--- config.mk ---
export PLATFORM = sky130hd
export DESIGN_NAME = ldst_unit
export DESIGN_NICKNAME = d
export VERILOG_FILES = /design/src/common/ldst_pkg.sv /design/src/design/ldst_unit.sv /design/src/design/ldst_addr_gen.sv /design/src/design/ldst_sequencer.sv /design/src/ldst/ldst_control.sv /design/src/ldst/ldst_pop.sv
export SDC_FILE = /design/constraint.sdc
export NUM_CORES = 1
export LEC_CHECK = 0
export BUFFER_PORTS_ARGS = -buffer_cell sky130_fd_sc_hd__buf_4
export CAP_MARGIN = 20
export CORE_MARGIN = 2
export CORE_UTILIZATION = 50
export CTS_CLUSTER_DIAMETER = 50
export DETAILED_ROUTE_END_ITERATION = 10
export HOLD_SLACK_MARGIN = 0.02
export PLACE_DENSITY = 0.8
export SYNTH_ARGS = -nofsm -noshare
export SYNTH_HDL_FRONTEND = slang
export SYNTH_SLANG_ARGS = --single-unit
--- constraint.sdc ---
create_clock -name clk -period 7.15 [get_ports clk]
set_input_delay 0.715 -clock clk [delete_from_list [all_inputs] [get_ports clk]]
set_output_delay 0.715 -clock clk [all_outputs]
set_load 0.01 [all_outputs]
--- src/common/ldst_pkg.sv ---
package ldst_pkg;

	// ==============================
	// Widths and sizes
	// ==============================
	localparam int word_w    = 32;
	localparam int ptr_w     = 30;
	localparam int num_regs  = 16;
	localparam int reg_num_w = $clog2(num_regs);
	localparam int count_w   = $clog2(num_regs + 1); // Holds 0..16.

	// ==============================
	// Basic types
	// ==============================
	typedef logic [word_w-1:0]    word;
	typedef logic [ptr_w-1:0]     ptr;
	typedef logic [reg_num_w-1:0] reg_num;
	typedef logic [num_regs-1:0]  reg_list;
	typedef logic [count_w-1:0]   reg_count;

	localparam word word_bytes = 32'd4; // Bytes per transfer.

	typedef enum logic {
		ISSUE,    // Idle, accepting a request.
		TRANSFER  // Memory transfers in progress.
	} ctrl_cycle;

	// ==============================
	// Bundles
	// ==============================
	typedef struct packed {
		word     base;
		reg_list regs;
		logic    load;
		logic    increment;
		logic    pre_indexed;
		logic    writeback;
	} ldst_req_t;

	typedef struct packed {
		ptr     addr;
		logic   write;
		word    data;
		reg_num reg_sel;
	} mem_req_t;

	typedef struct packed {
		reg_num dst;
		word    value;
	} load_wr_t;

endpackage
--- src/design/ldst_unit.sv ---
`timescale 1ns/1ps

module ldst_unit (
	input  logic                clk,
	input  logic                rst,
	input  logic                issue,
	input  ldst_pkg::ldst_req_t req,
	input  ldst_pkg::word       rd_value,
	input  logic                mem_ready,
	input  ldst_pkg::word       mem_rdata,
	output logic                mem_start,
	output ldst_pkg::mem_req_t  mem_req,
	output logic                load_we,
	output ldst_pkg::load_wr_t  load_wr,
	output logic                base_we,
	output ldst_pkg::word       base_value,
	output logic                busy
);
	import ldst_pkg::*;

	ctrl_cycle cycle;
	ctrl_cycle next_cycle;
	logic      last_transfer;
	logic      advance;
	ptr        cur_addr;
	word       base_calc;

	ldst_sequencer u_sequencer (
		.clk           (clk),
		.rst           (rst),
		.issue         (issue),
		.regs          (req.regs),
		.last_transfer (last_transfer),
		.cycle         (cycle),
		.next_cycle    (next_cycle),
		.busy          (busy)
	);

	ldst_addr_gen u_addr_gen (
		.clk        (clk),
		.rst        (rst),
		.req        (req),
		.cycle      (cycle),
		.next_cycle (next_cycle),
		.advance    (advance),
		.cur_addr   (cur_addr),
		.base_value (base_calc)
	);

	ldst_control u_control (
		.clk            (clk),
		.rst            (rst),
		.issue          (issue),
		.req            (req),
		.cycle          (cycle),
		.next_cycle     (next_cycle),
		.cur_addr       (cur_addr),
		.base_value     (base_calc),
		.rd_value       (rd_value),
		.mem_ready      (mem_ready),
		.mem_rdata      (mem_rdata),
		.mem_start      (mem_start),
		.mem_req        (mem_req),
		.advance        (advance),
		.last_transfer  (last_transfer),
		.load_we        (load_we),
		.load_wr        (load_wr),
		.base_we        (base_we),
		.base_value_out (base_value)
	);

endmodule

--- src/design/ldst_addr_gen.sv ---
`timescale 1ns/1ps

module ldst_addr_gen (
	input  logic                clk,
	input  logic                rst,
	input  ldst_pkg::ldst_req_t req,
	input  ldst_pkg::ctrl_cycle cycle,
	input  ldst_pkg::ctrl_cycle next_cycle,
	input  logic                advance,
	output ldst_pkg::ptr        cur_addr,
	output ldst_pkg::word       base_value
);
	import ldst_pkg::*;

	logic     entry;
	logic     increment;
	reg_count count;
	word      span;
	word      first_addr;

	assign entry = cycle == ISSUE && next_cycle == TRANSFER;

	always_comb begin
		count = '0;
		for (int i = 0; i < num_regs; i++)
			count = count + reg_count'(req.regs[i]);
	end

	assign span = word'(count) * word_bytes; // Total bytes moved.

	always_comb begin
		first_addr = req.base;
		if (req.pre_indexed)
			first_addr = req.increment ? req.base + word_bytes : req.base - word_bytes;
	end

	always_ff @(posedge clk) begin
		if (rst) begin
			cur_addr   <= '0;
			base_value <= '0;
			increment  <= 1'b0;
		end else if (entry) begin
			cur_addr   <= first_addr[word_w-1:2];
			base_value <= req.increment ? req.base + span : req.base - span;
			increment  <= req.increment;
		end else if (advance) begin
			cur_addr <= increment ? cur_addr + 1'b1 : cur_addr - 1'b1; // One word on.
		end
	end

endmodule

--- src/design/ldst_sequencer.sv ---
`timescale 1ns/1ps

module ldst_sequencer (
	input  logic                clk,
	input  logic                rst,
	input  logic                issue,
	input  ldst_pkg::reg_list   regs,
	input  logic                last_transfer,
	output ldst_pkg::ctrl_cycle cycle,
	output ldst_pkg::ctrl_cycle next_cycle,
	output logic                busy
);
	import ldst_pkg::*;

	// ==============================
	// Next state
	// ==============================
	always_comb begin
		next_cycle = cycle;
		unique case (cycle)
			ISSUE: begin
				if (issue && |regs)
					next_cycle = TRANSFER; // Empty list stays idle.
			end
			TRANSFER: begin
				if (last_transfer)
					next_cycle = ISSUE;
			end
			default: next_cycle = ISSUE;
		endcase
	end

	// ==============================
	// State register
	// ==============================
	always_ff @(posedge clk) begin
		if (rst)
			cycle <= ISSUE;
		else
			cycle <= next_cycle;
	end

	assign busy = cycle == TRANSFER;

endmodule

--- src/ldst/ldst_control.sv ---
`timescale 1ns/1ps

module ldst_control (
	input  logic                clk,
	input  logic                rst,
	input  logic                issue,
	input  ldst_pkg::ldst_req_t req,
	input  ldst_pkg::ctrl_cycle cycle,
	input  ldst_pkg::ctrl_cycle next_cycle,
	input  ldst_pkg::ptr        cur_addr,
	input  ldst_pkg::word       base_value,
	input  ldst_pkg::word       rd_value,
	input  logic                mem_ready,
	input  ldst_pkg::word       mem_rdata,
	output logic                mem_start,
	output ldst_pkg::mem_req_t  mem_req,
	output logic                advance,
	output logic                last_transfer,
	output logic                load_we,
	output ldst_pkg::load_wr_t  load_wr,
	output logic                base_we,
	output ldst_pkg::word       base_value_out
);
	import ldst_pkg::*;

	logic    accept;
	logic    ldst_load;
	logic    ldst_increment;
	logic    ldst_writeback;
	logic    pop_valid;
	reg_num  pop_lower;
	reg_num  pop_upper;
	reg_num  popped;
	reg_list mem_regs;
	reg_list next_lower;
	reg_list next_upper;
	reg_list next_regs;

	ldst_pop u_pop (
		.regs       (mem_regs),
		.valid      (pop_valid),
		.pop_lower  (pop_lower),
		.pop_upper  (pop_upper),
		.next_lower (next_lower),
		.next_upper (next_upper)
	);

	// ==============================
	// Register selection
	// ==============================
	assign accept        = issue && cycle == ISSUE && next_cycle == TRANSFER;
	assign popped        = ldst_increment ? pop_lower : pop_upper;
	assign next_regs     = ldst_increment ? next_lower : next_upper;
	assign advance       = mem_start && mem_ready && pop_valid; // Transfer completes.
	assign last_transfer = advance && next_regs == '0;

	always_comb begin
		mem_req.addr    = cur_addr;
		mem_req.write   = !ldst_load;
		mem_req.data    = rd_value; // Register file answers reg_sel.
		mem_req.reg_sel = popped;
	end

	always_ff @(posedge clk) begin
		if (accept) begin
			ldst_load      <= req.load;
			ldst_increment <= req.increment;
			ldst_writeback <= req.writeback;
			mem_regs       <= req.regs;
		end else if (advance) begin
			mem_regs <= next_regs; // Drop the finished register.
		end
	end

	// ==============================
	// Strobes
	// ==============================
	always_ff @(posedge clk) begin
		if (rst) begin
			mem_start <= 1'b0;
			load_we   <= 1'b0;
			base_we   <= 1'b0;
		end else begin
			if (accept)
				mem_start <= 1'b1;
			else if (last_transfer)
				mem_start <= 1'b0;

			load_we <= advance && ldst_load;
			base_we <= last_transfer && ldst_writeback;
		end
	end

	always_ff @(posedge clk) begin
		if (advance) begin
			load_wr.dst   <= popped;
			load_wr.value <= mem_rdata;
		end
		if (last_transfer)
			base_value_out <= base_value;
	end

endmodule

--- src/ldst/ldst_pop.sv ---
`timescale 1ns/1ps

module ldst_pop (
	input  ldst_pkg::reg_list regs,
	output logic              valid,
	output ldst_pkg::reg_num  pop_lower,
	output ldst_pkg::reg_num  pop_upper,
	output ldst_pkg::reg_list next_lower,
	output ldst_pkg::reg_list next_upper
);
	import ldst_pkg::*;

	assign valid = |regs;

	// Scan from the top so the lowest set bit is written last.
	always_comb begin
		pop_lower = '0;
		for (int i = num_regs - 1; i >= 0; i--) begin
			if (regs[i])
				pop_lower = reg_num'(i);
		end
	end

	// Scan from the bottom so the highest set bit wins.
	always_comb begin
		pop_upper = '0;
		for (int i = 0; i < num_regs; i++) begin
			if (regs[i])
				pop_upper = reg_num'(i);
		end
	end

	always_comb begin
		next_lower = regs;
		next_upper = regs;
		next_lower[pop_lower] = 1'b0;
		next_upper[pop_upper] = 1'b0;
	end

endmodule

Yosys cells after proc, flatten, opt, wreduce, memory -nomap -nowiden:

Cells that the tools add are included.

* word-level logic and storage cells: 112
* register bits after elaboration: 154

* order comparisons: 4
* bitwise gates (word level): 5
* mux-type cells: 50
* $add $sub $neg: 21
* reduce and logical (&&, ||, !) cells: 18

Operators with widths (number)
* $mux 4: 31
* $mux 32: 3
* $mux 30: 3
* $add 5x1->5: 14
* $mux 16: 3
* $add 32x3->32 const B: 1
* $add 32x7->32: 1
* $and 16x16->16: 2
* $not 16->16: 2
* $reduce_or 16->1: 2
* $sub 32x3->32 const B: 1
* $sub 32x7->32: 1
* $add 30x1->30 const B: 1
* $sub 30x1->30 const B: 1
* $logic_not 16->1: 1
* $logic_and 1x1->1: 11
* $lt 4x5->1 const B: 2
* $demux 1 s4: 2
* $ge 4x1->1 const B: 2
* $mux 1: 7
* $reduce_bool 2->1: 3
* $add 1x1->2: 1
* $pmux 1 s2: 1
* $logic_not 1->1: 1
* $not 1->1: 1

Longest topological paths before layout:

Gate-level depths: netlist of run 1.

* word-level depth: 29
* depth in mapped cells: 28
* depth with buffers taken out: 28

Cells and area by module:

Synthesis of run 1 repeated with hierarchy kept, for this count alone.

* cell total of the unflattened synthesis: 1366
* area total of the unflattened synthesis: 12029.0 um2

By module, submodules not included
* ldst_addr_gen: area each 7584.8 um2, cells an instance 1009, sequential area each 1261.2 um2, times used 1
* ldst_control: area each 3652.3 um2, cells an instance 232, sequential area each 2672.6 um2, times used 1
* ldst_pop: area each 694.4 um2, cells an instance 113, sequential area each 0.0 um2, times used 1
* ldst_sequencer: area each 97.6 um2, cells an instance 12, sequential area each 20.0 um2, times used 1

Least setup slack after synthesis of run 1:

No wires, ideal clock.

* path type: input to register
* start: in req[4] (netlist bit)
* end: reg u_addr_gen.base_value[30]
* path buffers: 0
* required time: 7088 ps
* slack: 429 ps
* library setup time: 62 ps
* data arrival time: 6659 ps
* cell stages on the path: 24
* path through: inv_1 ha_1 inv_1 fa_1 fa_1 fa_1 fa_1 fa_1 fa_1 ha_1 and3_1 ha_1 nand2_1 o21ai_0 ha_1 o21ai_0 o21ai_0 nand2_1 a211oi_1 o21ai_1 o31ai_2 a31oi_1 or4_1 nand3_1

* word-level cells in the longest chain between the ends: 17
* elaborated cells between the ends (all ways): 23

Ends and longest elaborated chain
* start, declared: line ldst_unit.sv:7 `input ldst_pkg::ldst_req_t req,`
* $add 1x1->2: line ldst_addr_gen.sv:26 `count = count + reg_count'(req.regs[i]);`
* $add 5x1->5 (14 in series): line ldst_addr_gen.sv:26
* $sub 32x7->32 / $add 32x7->32 (equally long branches): line ldst_addr_gen.sv:44 `base_value <= req.increment ? req.base + span : req.base - span;`
* $mux 32: line ldst_addr_gen.sv:44
* end signal, assigned: line ldst_addr_gen.sv:44
* end, declared: line ldst_addr_gen.sv:11 `output ldst_pkg::word base_value`

Several ways; a longest one is shown, not always the timed one.
A chain may end at the register's enable or synchronous reset.

Final worst setup path of run 1:

* start: in req[5] (netlist bit)
* end: reg u_addr_gen.base_value[31]

Same word-level chain as after synthesis.

==> summary.md, run 1 <==
For this run, design rule violations remaining after detail routing come to 0. Counting the buffers created by CTS gives 17. The logs give 2 for the number of antenna violations at the first check in global routing and 3.43 ns for the reg-to-reg setup timing slack. The run gives 0 as the number of hold buffers added after cts. TritonCTS built the clock tree. In this run the clock root is driven by a sky130_fd_sc_hd__clkbuf_16. The sequential cells in the finished layout cover a total of 0.00395 mm2. Data arrives at the worst endpoint at 7.14 ns. In this run the worst hold path is classified as reg2reg. Clock tree synthesis found a total of 154 sinks. In this run the remaining antenna-violating nets after routing total 0. The most critical setup path has its startpoint at req[5].

In this design, the largest share of critical-path delay is due to adder cells. During I/O placement, the number of pins put on the boundary was 259. The last element of the critical path was u_addr_gen.base_value[31]$_SDFFE_PP0P_.

In this run the cell area measured after placement is 0.0129 mm2. The cell with the most instances on the worst path was sky130_fd_sc_hd__fa_1. The final layout contains 1661 nets. Share of final-layout standard cells stronger than drive strength 1: 0.192. Buffers added to address setup during post-CTS repair amount to 0. The HPWL after detailed placement is 24500 um. The final worst-path cycle share is 0.953.

The cell area after technology mapping was 0.0113 mm2; the via count of the first global-routing pass was 10215. The post-cts sizing count is 0, and the area inside the core boundary is 0.0220 mm2. The count of buffers added on input and output ports is 194.

The first global-routing pass estimated 52000 um of wire. The total number of placement rows was 54; the count of state elements after synthesis was 154. The tools report the critical path startpoint category as a primary input.

The sum of overflow across all layers after global routing was 0. Across all hold checks on the routed design, the worst slack comes to 0.430 ns. The power density of the placed cells came out at 295 mW/mm2. The H-tree generated during clock tree synthesis spans 4 levels. The final worst clock skew is 0.0147 ns, and the chip width is 154 um. The number of buffers and inverters on the critical path is 4. Clock latency on the worst-skew pair, taken at its later pin, is 0.44 ns. The clock passes through at most 2 buffers. The number of nets handed over by synthesis was 1502.

After synthesis, the mean cell area works out to 8.85 um2. IR analysis of the VDD net gives a maximum drop of 0.194 mV. Max-cap violations in this run came to 0.

Shortest period the worst path allows: 6.81 ns. The run finished with clean final reports. The run gives 0.00562 uW as the leakage power.

Async set or reset register ratio after synthesis: 0. The area growth from synthesis to layout is 19.3%. The worst setup slack before clock tree synthesis came out at -0.0112 ns. After the first detailed-routing iteration, the DRC count stood at 644. The footprint of the multi-input gates came out at 0.00669 mm2. The most used flip-flop cell after synthesis was sky130_fd_sc_hd__edfxtp_1.

The sequential fraction of the synthesis area was 0.350. Among all stages on the critical path, the largest delay is contributed by sky130_fd_sc_hd__fa_1. STA puts the critical path data required time at 7.48 ns. The tools report the number of hold violations in the final report as 0. The clock-pin slew on the worst setup and hold paths is 0.07 ns. During synthesis, Yosys emitted a total of 0 warnings. The worst hold path cell count is 0. Total length of routed wires: 33000 um. On the worst path, the slowest cell contributes a delay of 0.54 ns. Total via count in the routed design: 10624. Setup repair after global routing left no endpoint under its margin. The die area is 0.0238 mm2. The pre-antenna-repair detailed-routing pass consisted of 6 iterations. The per-cell via count in the routed design works out to 6.14. Yosys mapped the design onto 76 distinct sky130hd cell types. The worst flop-to-flop path startpoint is u_control.mem_regs[15]$_DFFE_PP_.

The maximum net fanout on the critical path was 5. The worst setup path is captured at a register. The final estimated routing congestion in global placement is 0.972.

The initial core utilization is 0.514. For the synthesized instance count, the log shows 1275. The worst setup path is of the in2reg kind.

The finished cells cover 0.0135 mm2. The critical register-to-register path endpoint was u_control.base_value_out[14]$_DFFE_PP_. The largest net degree at the start of global routing is 74, and the relative max-transition margin is 0.321. For this run, the top clock speed supported by timing is 147 MHz. The overall power of the completed layout was 3980 uW. The vertical die dimension was 154 um; the count of pins over their slew limit was 0. The number of flops mapped to enable cells by yosys was 87. The tools report the global-route usage over all layers as 0.272.

Fill cells in the final layout number 1843. Setup violations remaining at the end of the flow were counted as 0. Measured in cells, the most critical reg-to-reg path has a length of 8. For the pin with the worst max-slew slack, the measured transition is 1.02 ns.

The wire length per cell after detailed routing was 19.1 um; the final worst setup slack was 0.338 ns. Counting buffers and inverters, the worst setup path is 26 cells deep.
==> layout make-up <==
class                      count  area share
antenna                        2    0.000372
clock buffer                  17      0.0316
clock inverter                15      0.0128
inverter                      55      0.0153
multi-input combinational    986       0.497
sequential                   154       0.294
tap                          280      0.0260
timing repair buffer         220       0.123
==> worst min-delay path by stage <==
stage	slack [ns]	start	to
final	0.43	u_addr_gen.base_value[0]$_SDFFE_PP0P_	u_control.base_value_out[0]$_DFFE_PP_
after global routing	0.43	mem_rdata[5]	u_control.load_wr[5]$_DFFE_PP_
after CTS	0.43	u_addr_gen.base_value[0]$_SDFFE_PP0P_	u_control.base_value_out[0]$_DFFE_PP_
after detailed placement	0.41	u_addr_gen.base_value[0]$_SDFFE_PP0P_	u_control.base_value_out[0]$_DFFE_PP_
after global placement	0.41	u_addr_gen.base_value[0]$_SDFFE_PP0P_	u_control.base_value_out[0]$_DFFE_PP_
after floorplan	0.41	u_addr_gen.base_value[21]$_SDFFE_PP0P_	u_control.base_value_out[21]$_DFFE_PP_
==> registers in the layout, indices dropped and copies added (netlist names), 16 cells and up <==
| signal | cells |
|---|---|
| u_control.base_value_out | 32 |
| u_addr_gen.base_value | 32 |
| u_control.mem_regs | 16 |
| u_addr_gen.cur_addr | 30 |
| u_control.load_wr | 36 |
==> report_power, final <==
group | internal [uW] | leakage, uW | switching (uW)
logic | 845 | 0.00396 | 1080
clock network | 472 | 0.000289 | 440
registers | 1060 | 0.00137 | 86.0
total | 2370 | 0.00562 | 1600
==> placed cells by master, fill, tap and decap left out, types with 15 or more instances in the layout <==
cell type and n:
sky130_fd_sc_hd__buf_4 220, sky130_fd_sc_hd__a21oi_1 137, sky130_fd_sc_hd__nand2_1 123, sky130_fd_sc_hd__nor2_1 97
sky130_fd_sc_hd__ha_1 94, sky130_fd_sc_hd__edfxtp_1 87, sky130_fd_sc_hd__o21ai_0 72, sky130_fd_sc_hd__dfxtp_1 67
sky130_fd_sc_hd__inv_1 51, sky130_fd_sc_hd__a211oi_1 43, sky130_fd_sc_hd__xnor2_1 36, sky130_fd_sc_hd__nor3_1 32
sky130_fd_sc_hd__xor2_1 28, sky130_fd_sc_hd__nand3_1 28, sky130_fd_sc_hd__a21o_1 26, sky130_fd_sc_hd__clkbuf_16 17
sky130_fd_sc_hd__a31oi_1 16, sky130_fd_sc_hd__o211ai_1 16, sky130_fd_sc_hd__nor4_1 15
==> kinds of logic (layout without fill, tap and decap cells) <==
logic type / Yosys count / in the layout / synth area share
xor+xnor: 64 / 64 / 0.0497
mux: 17 / 17 / 0.0156
other cells: 0 / 2 / 0
compound gates: 426 / 426 / 0.244
fa+ha+maj: 107 / 107 / 0.127
buf+inv: 135 / 307 / 0.0572
flops: 154 / 154 / 0.350
simple gates: 372 / 372 / 0.156
==> cells in the mapped netlist, drive strengths merged, types with 31 or more instances <==
| cell type | instances | area, um2 |
|---|---|---|
| a211oi | 44 | 335 |
| a21oi | 137 | 686 |
| buf | 49 | 323 |
| clkbuf | 31 | 116 |
| dfxtp | 67 | 1340 |
| edfxtp | 87 | 2610 |
| ha | 94 | 1180 |
| inv | 52 | 195 |
| nand2 | 123 | 462 |
| nor2 | 97 | 364 |
| nor3 | 33 | 170 |
| o21ai | 77 | 389 |
| xnor2 | 36 | 315 |
==> metal layers <==
metal / vias to the layer above / track usage / wire length (um)
met5: - / 0 / 0
met4: 0 / 0.105 / 1090
met3: 83 / 0.0572 / 2480
met2: 435 / 0.462 / 15700
met1: 5038 / 0.341 / 13700
li1: 5068 / - / -
==> stage by stage <==
step                      instances  TNS (ns)  utilization
after floorplan                1275         0            -
after detailed placement       1695   -0.0112        0.585
after global placement         1695         0        0.585
after CTS                      1727         0        0.613
after global routing           1727         0        0.613
final                          1729         0        0.613
No activity file was read; power rests on OpenSTA's default activity.
==> inputs of run 2 (changes only) <==
Settings changed: CORE_UTILIZATION 50 to 32, CTS_CLUSTER_SIZE from default to 24, PLACE_DENSITY 0.8 to 0.56, SYNTH_HIERARCHICAL from default to 1.
==> summary.md, run 2 <==
Cell with the most instances on the worst path: sky130_fd_sc_hd__inv_1. The type of the tightest min-delay check is reg2reg. The arrival time of the worst setup path is 7.13 ns. Post-CTS timing repair inserted 0 buffers for setup. For the pin with the worst max-slew slack, the measured transition is 0.901 ns. Entering global routing, the biggest net connects 77 pins. The run gives 7.54 ns as the worst path required time. Along the worst path, the maximum fanout reaches 6. The detailed router finished its first iteration with 556 violations.

Critical register-to-register path endpoint: u_addr_gen/cur_addr[29]$_SDFFE_PP0P_. CTS built an H-tree with a depth of 4. Synthesis produced a netlist whose cell count is 1366. The tools report the relative max-transition margin as 0.397. The sequential fraction of the synthesis area came out at 0.329. The area growth from synthesis to layout was 17.1%; the sum of buffers and inverters on the critical path was 7. The via count of the first global-routing pass was 10565. Number of iterations in the first detailed-routing pass: 5. The library cell with the largest summed area after synthesis is sky130_fd_sc_hd__edfxtp_1. Setup repair after global routing left no endpoint under its margin.

The region available for standard cell placement spans 0.0373 mm2. Setup slack on the worst reg-to-reg path comes out at 1.99 ns. Number of hold violations in the final report: 0. The library cell used most frequently in the layout, excluding fill and tap cells, is sky130_fd_sc_hd__buf_4. HPWL after detailed placement: 28100 um. The path type of the worst setup path was in2reg. Count of pins over their slew limit: 0. Total of buffers placed on input and output ports: 194.

In the final layout, the registers with the most flip-flops are u_control/load_wr x36, u_addr_gen/base_value x32, u_control/base_value_out x32. The share of the core filled with cells in the final layout came out at 0.378. The family with the most delay on the worst path is adder cells. The leakage power was 0.00591 uW. The first global-routing pass estimated 57300 um of wire.

The initialized floorplan defines 71 standard-cell rows. The final route contains 10730 vias. The largest register by flop count was u_control/load_wr.

After synthesis, the most frequently instantiated cells are sky130_fd_sc_hd__a21oi_1 (141), sky130_fd_sc_hd__nor2_1 (127), sky130_fd_sc_hd__nand2_1 (120), sky130_fd_sc_hd__ha_1 (92), sky130_fd_sc_hd__edfxtp_1 (87). TritonCTS built the clock tree. The library cells used most frequently in the layout, excluding fill and tap cells, are sky130_fd_sc_hd__buf_4 (208), sky130_fd_sc_hd__a21oi_1 (141), sky130_fd_sc_hd__nor2_1 (126), sky130_fd_sc_hd__nand2_1 (120), sky130_fd_sc_hd__ha_1 (92).

The global-route usage over all layers came out at 0.187. Setup violations remaining at the end of the flow were counted as 0. The worst setup path is captured at a register. Summed over all failing endpoints, the final setup total negative slack is 0 ns. The total length of routed wires came out at 36900 um. The tools report the end point of the worst hold path as u_control/base_value_out[20]$_DFFE_PP_. Clock-pin slew on the worst setup and hold paths: 0.06 ns.

The number of antenna diodes in the final layout is 0. The final worst-path cycle share is 0.943, and the distinct cell type count after synthesis is 85. The count of state elements after synthesis is 154, and the final worst clock skew is 0.00818 ns. Counting along the longest clock path gives a buffer depth of 2. The flow ran to the end, and the final reports show no timing, DRC or antenna violations. The die is 198 um tall.

The most used flip-flop cell after synthesis is sky130_fd_sc_hd__edfxtp_1. The cell at the root of the clock tree is sky130_fd_sc_hd__clkbuf_16. The register with the most flip-flops in the layout has 36 of them.

Max-cap violations in this run came to 0. In this run the count of I/O pins placed on the die edge is 259. VDD sags by at most 0.159 mV.

In the routed design, unresolved DRC markers number 0. The largest individual stage delay along the critical path comes from the cell sky130_fd_sc_hd__fa_1. The tree built by TritonCTS fans out to 154 sinks. The area share of the leading cell type in the synthesized netlist was 0.217. In the final routed layout, each cell accounts on average for 18.8 um. The most common cell in the synthesized netlist is sky130_fd_sc_hd__a21oi_1.

The average instance in the mapped netlist occupies 8.81 um2. The share of final-layout standard cells stronger than drive strength 1 was 0.182; the per-cell via count in the routed design was 5.46. The worst hold path was traced through 0 stages.

The critical path crosses 26 cells after its start point. The later pin in the worst-skew pair is clocked with a latency of 0.45 ns. The total of fill cells in the finished design is 3844.

The number of clock buffers added by TritonCTS is 17. In the final design database the tool counted 1705 nets. Once detail routing completed, the nets flagged for antenna violations numbered 0. The async set or reset register ratio after synthesis came out at 0. The tools report the initial core utilization as 0.322. Based on the critical path, the design can be clocked at up to 148 MHz.

For this design the ratio of total power to cell area is 295 mW/mm2. The die area is 0.0392 mm2. Counting flops with a built-in enable in the synthesized netlist gives 87. For this run, the slowest stage of the critical path takes 0.59 ns.

The final estimated routing congestion in global placement was 0.902. For the overall power of the completed layout, the log shows 4160 uW. Sorting the synthesized cells by area gives the leading types as sky130_fd_sc_hd__edfxtp_1 (22%), sky130_fd_sc_hd__dfxtp_1 (11%), sky130_fd_sc_hd__ha_1 (9.6%), sky130_fd_sc_hd__a21oi_1 (5.9%), sky130_fd_sc_hd__buf_4 (4.1%).

STA classifies the critical path startpoint as a primary input. The tools report the hold path startpoint as u_addr_gen/base_value[20]$_SDFFE_PP0P_. For the number of antenna violations at the first check in global routing, the log shows 0. The chip width was 198 um. The shortest period the worst path allows came out at 6.74 ns.

The sum of overflow across all layers after global routing was 0. In this run the critical register-to-register path is launched from u_control/mem_regs[2]$_DFFE_PP_. Counting cells, the worst reg-to-reg path comes to 16. Yosys printed 6 warnings. The mapped netlist covers 0.0120 mm2.
[run 2: layout make-up]
class	instances	area, um2	area share
Inverter	50	188	0.0133
Multi-Input combinational cell	1049	7210	0.512
Clock buffer	19	433	0.0307
Sequential cell	154	3950	0.281
Clock inverter	13	143	0.0101
Tap cell	474	593	0.0421
Timing Repair Buffer	208	1560	0.111
[run 2: per-stage QoR]
stage               cells  instance area, um2  hold slack [ns]  setup WS, ns
global route         1967               14100            0.418        0.0208
detailed placement   1934               13500            0.415        0.0232
finish               1967               14100            0.424         0.410
CTS                  1966               14100            0.413         0.480
global placement     1934               13500            0.416         0.188
floorplan            1367               12000            0.408         0.936
[run 2: worst max-delay path by stage]
| stage | endpoint | startpoint |
|---|---|---|
| after floorplan | u_addr_gen/base_value[29]$_SDFFE_PP0P_ | req[4] |
| after global placement | u_addr_gen/base_value[31]$_SDFFE_PP0P_ | req[4] |
| after detailed placement | u_addr_gen/base_value[31]$_SDFFE_PP0P_ | req[4] |
| after CTS | u_addr_gen/base_value[31]$_SDFFE_PP0P_ | req[4] |
| after global routing | u_addr_gen/base_value[31]$_SDFFE_PP0P_ | req[4] |
| final | u_addr_gen/base_value[29]$_SDFFE_PP0P_ | req[4] |
[run 2: where the power goes]
| part | total [uW] | internal (uW) | switching, uW |
|---|---|---|---|
| combinational | 2080 | 878 | 1200 |
| clock | 910 | 515 | 394 |
| sequential | 1170 | 1070 | 93.6 |
[run 2: timing repair]
item | in CTS | in global routing
gates resized for setup | 0 | 1
hold buffers | 0 | 0
setup endpoints to repair | 0 | 1
[run 2: per-layer routing]
| metal | global-route usage | wire [um] |
|---|---|---|
| met5 | 0 | 0 |
| met4 | 0.0507 | 552 |
| met3 | 0.0334 | 2090 |
| met2 | 0.329 | 18000 |
| met1 | 0.234 | 16200 |
[run 2: worst register-to-register path, delay by kind of cell, from the launching register on]
family,cells,cell delay (ns)
flops,1,0.48
simple gates,11,3.64
compound gates,5,0.92
[run 2: kinds of logic (layout without fill, tap and decap cells)]
kind of cell / count (synthesis) / in the layout / synth area share
simple gates: 421 / 421 / 0.168
buf+inv: 164 / 290 / 0.0735
flops: 154 / 154 / 0.329
xor+xnor: 60 / 60 / 0.0437
fa+ha+maj: 105 / 105 / 0.117
mux: 43 / 43 / 0.0362
compound gates: 418 / 418 / 0.232
other cells: 1 / 2 / 0.000312
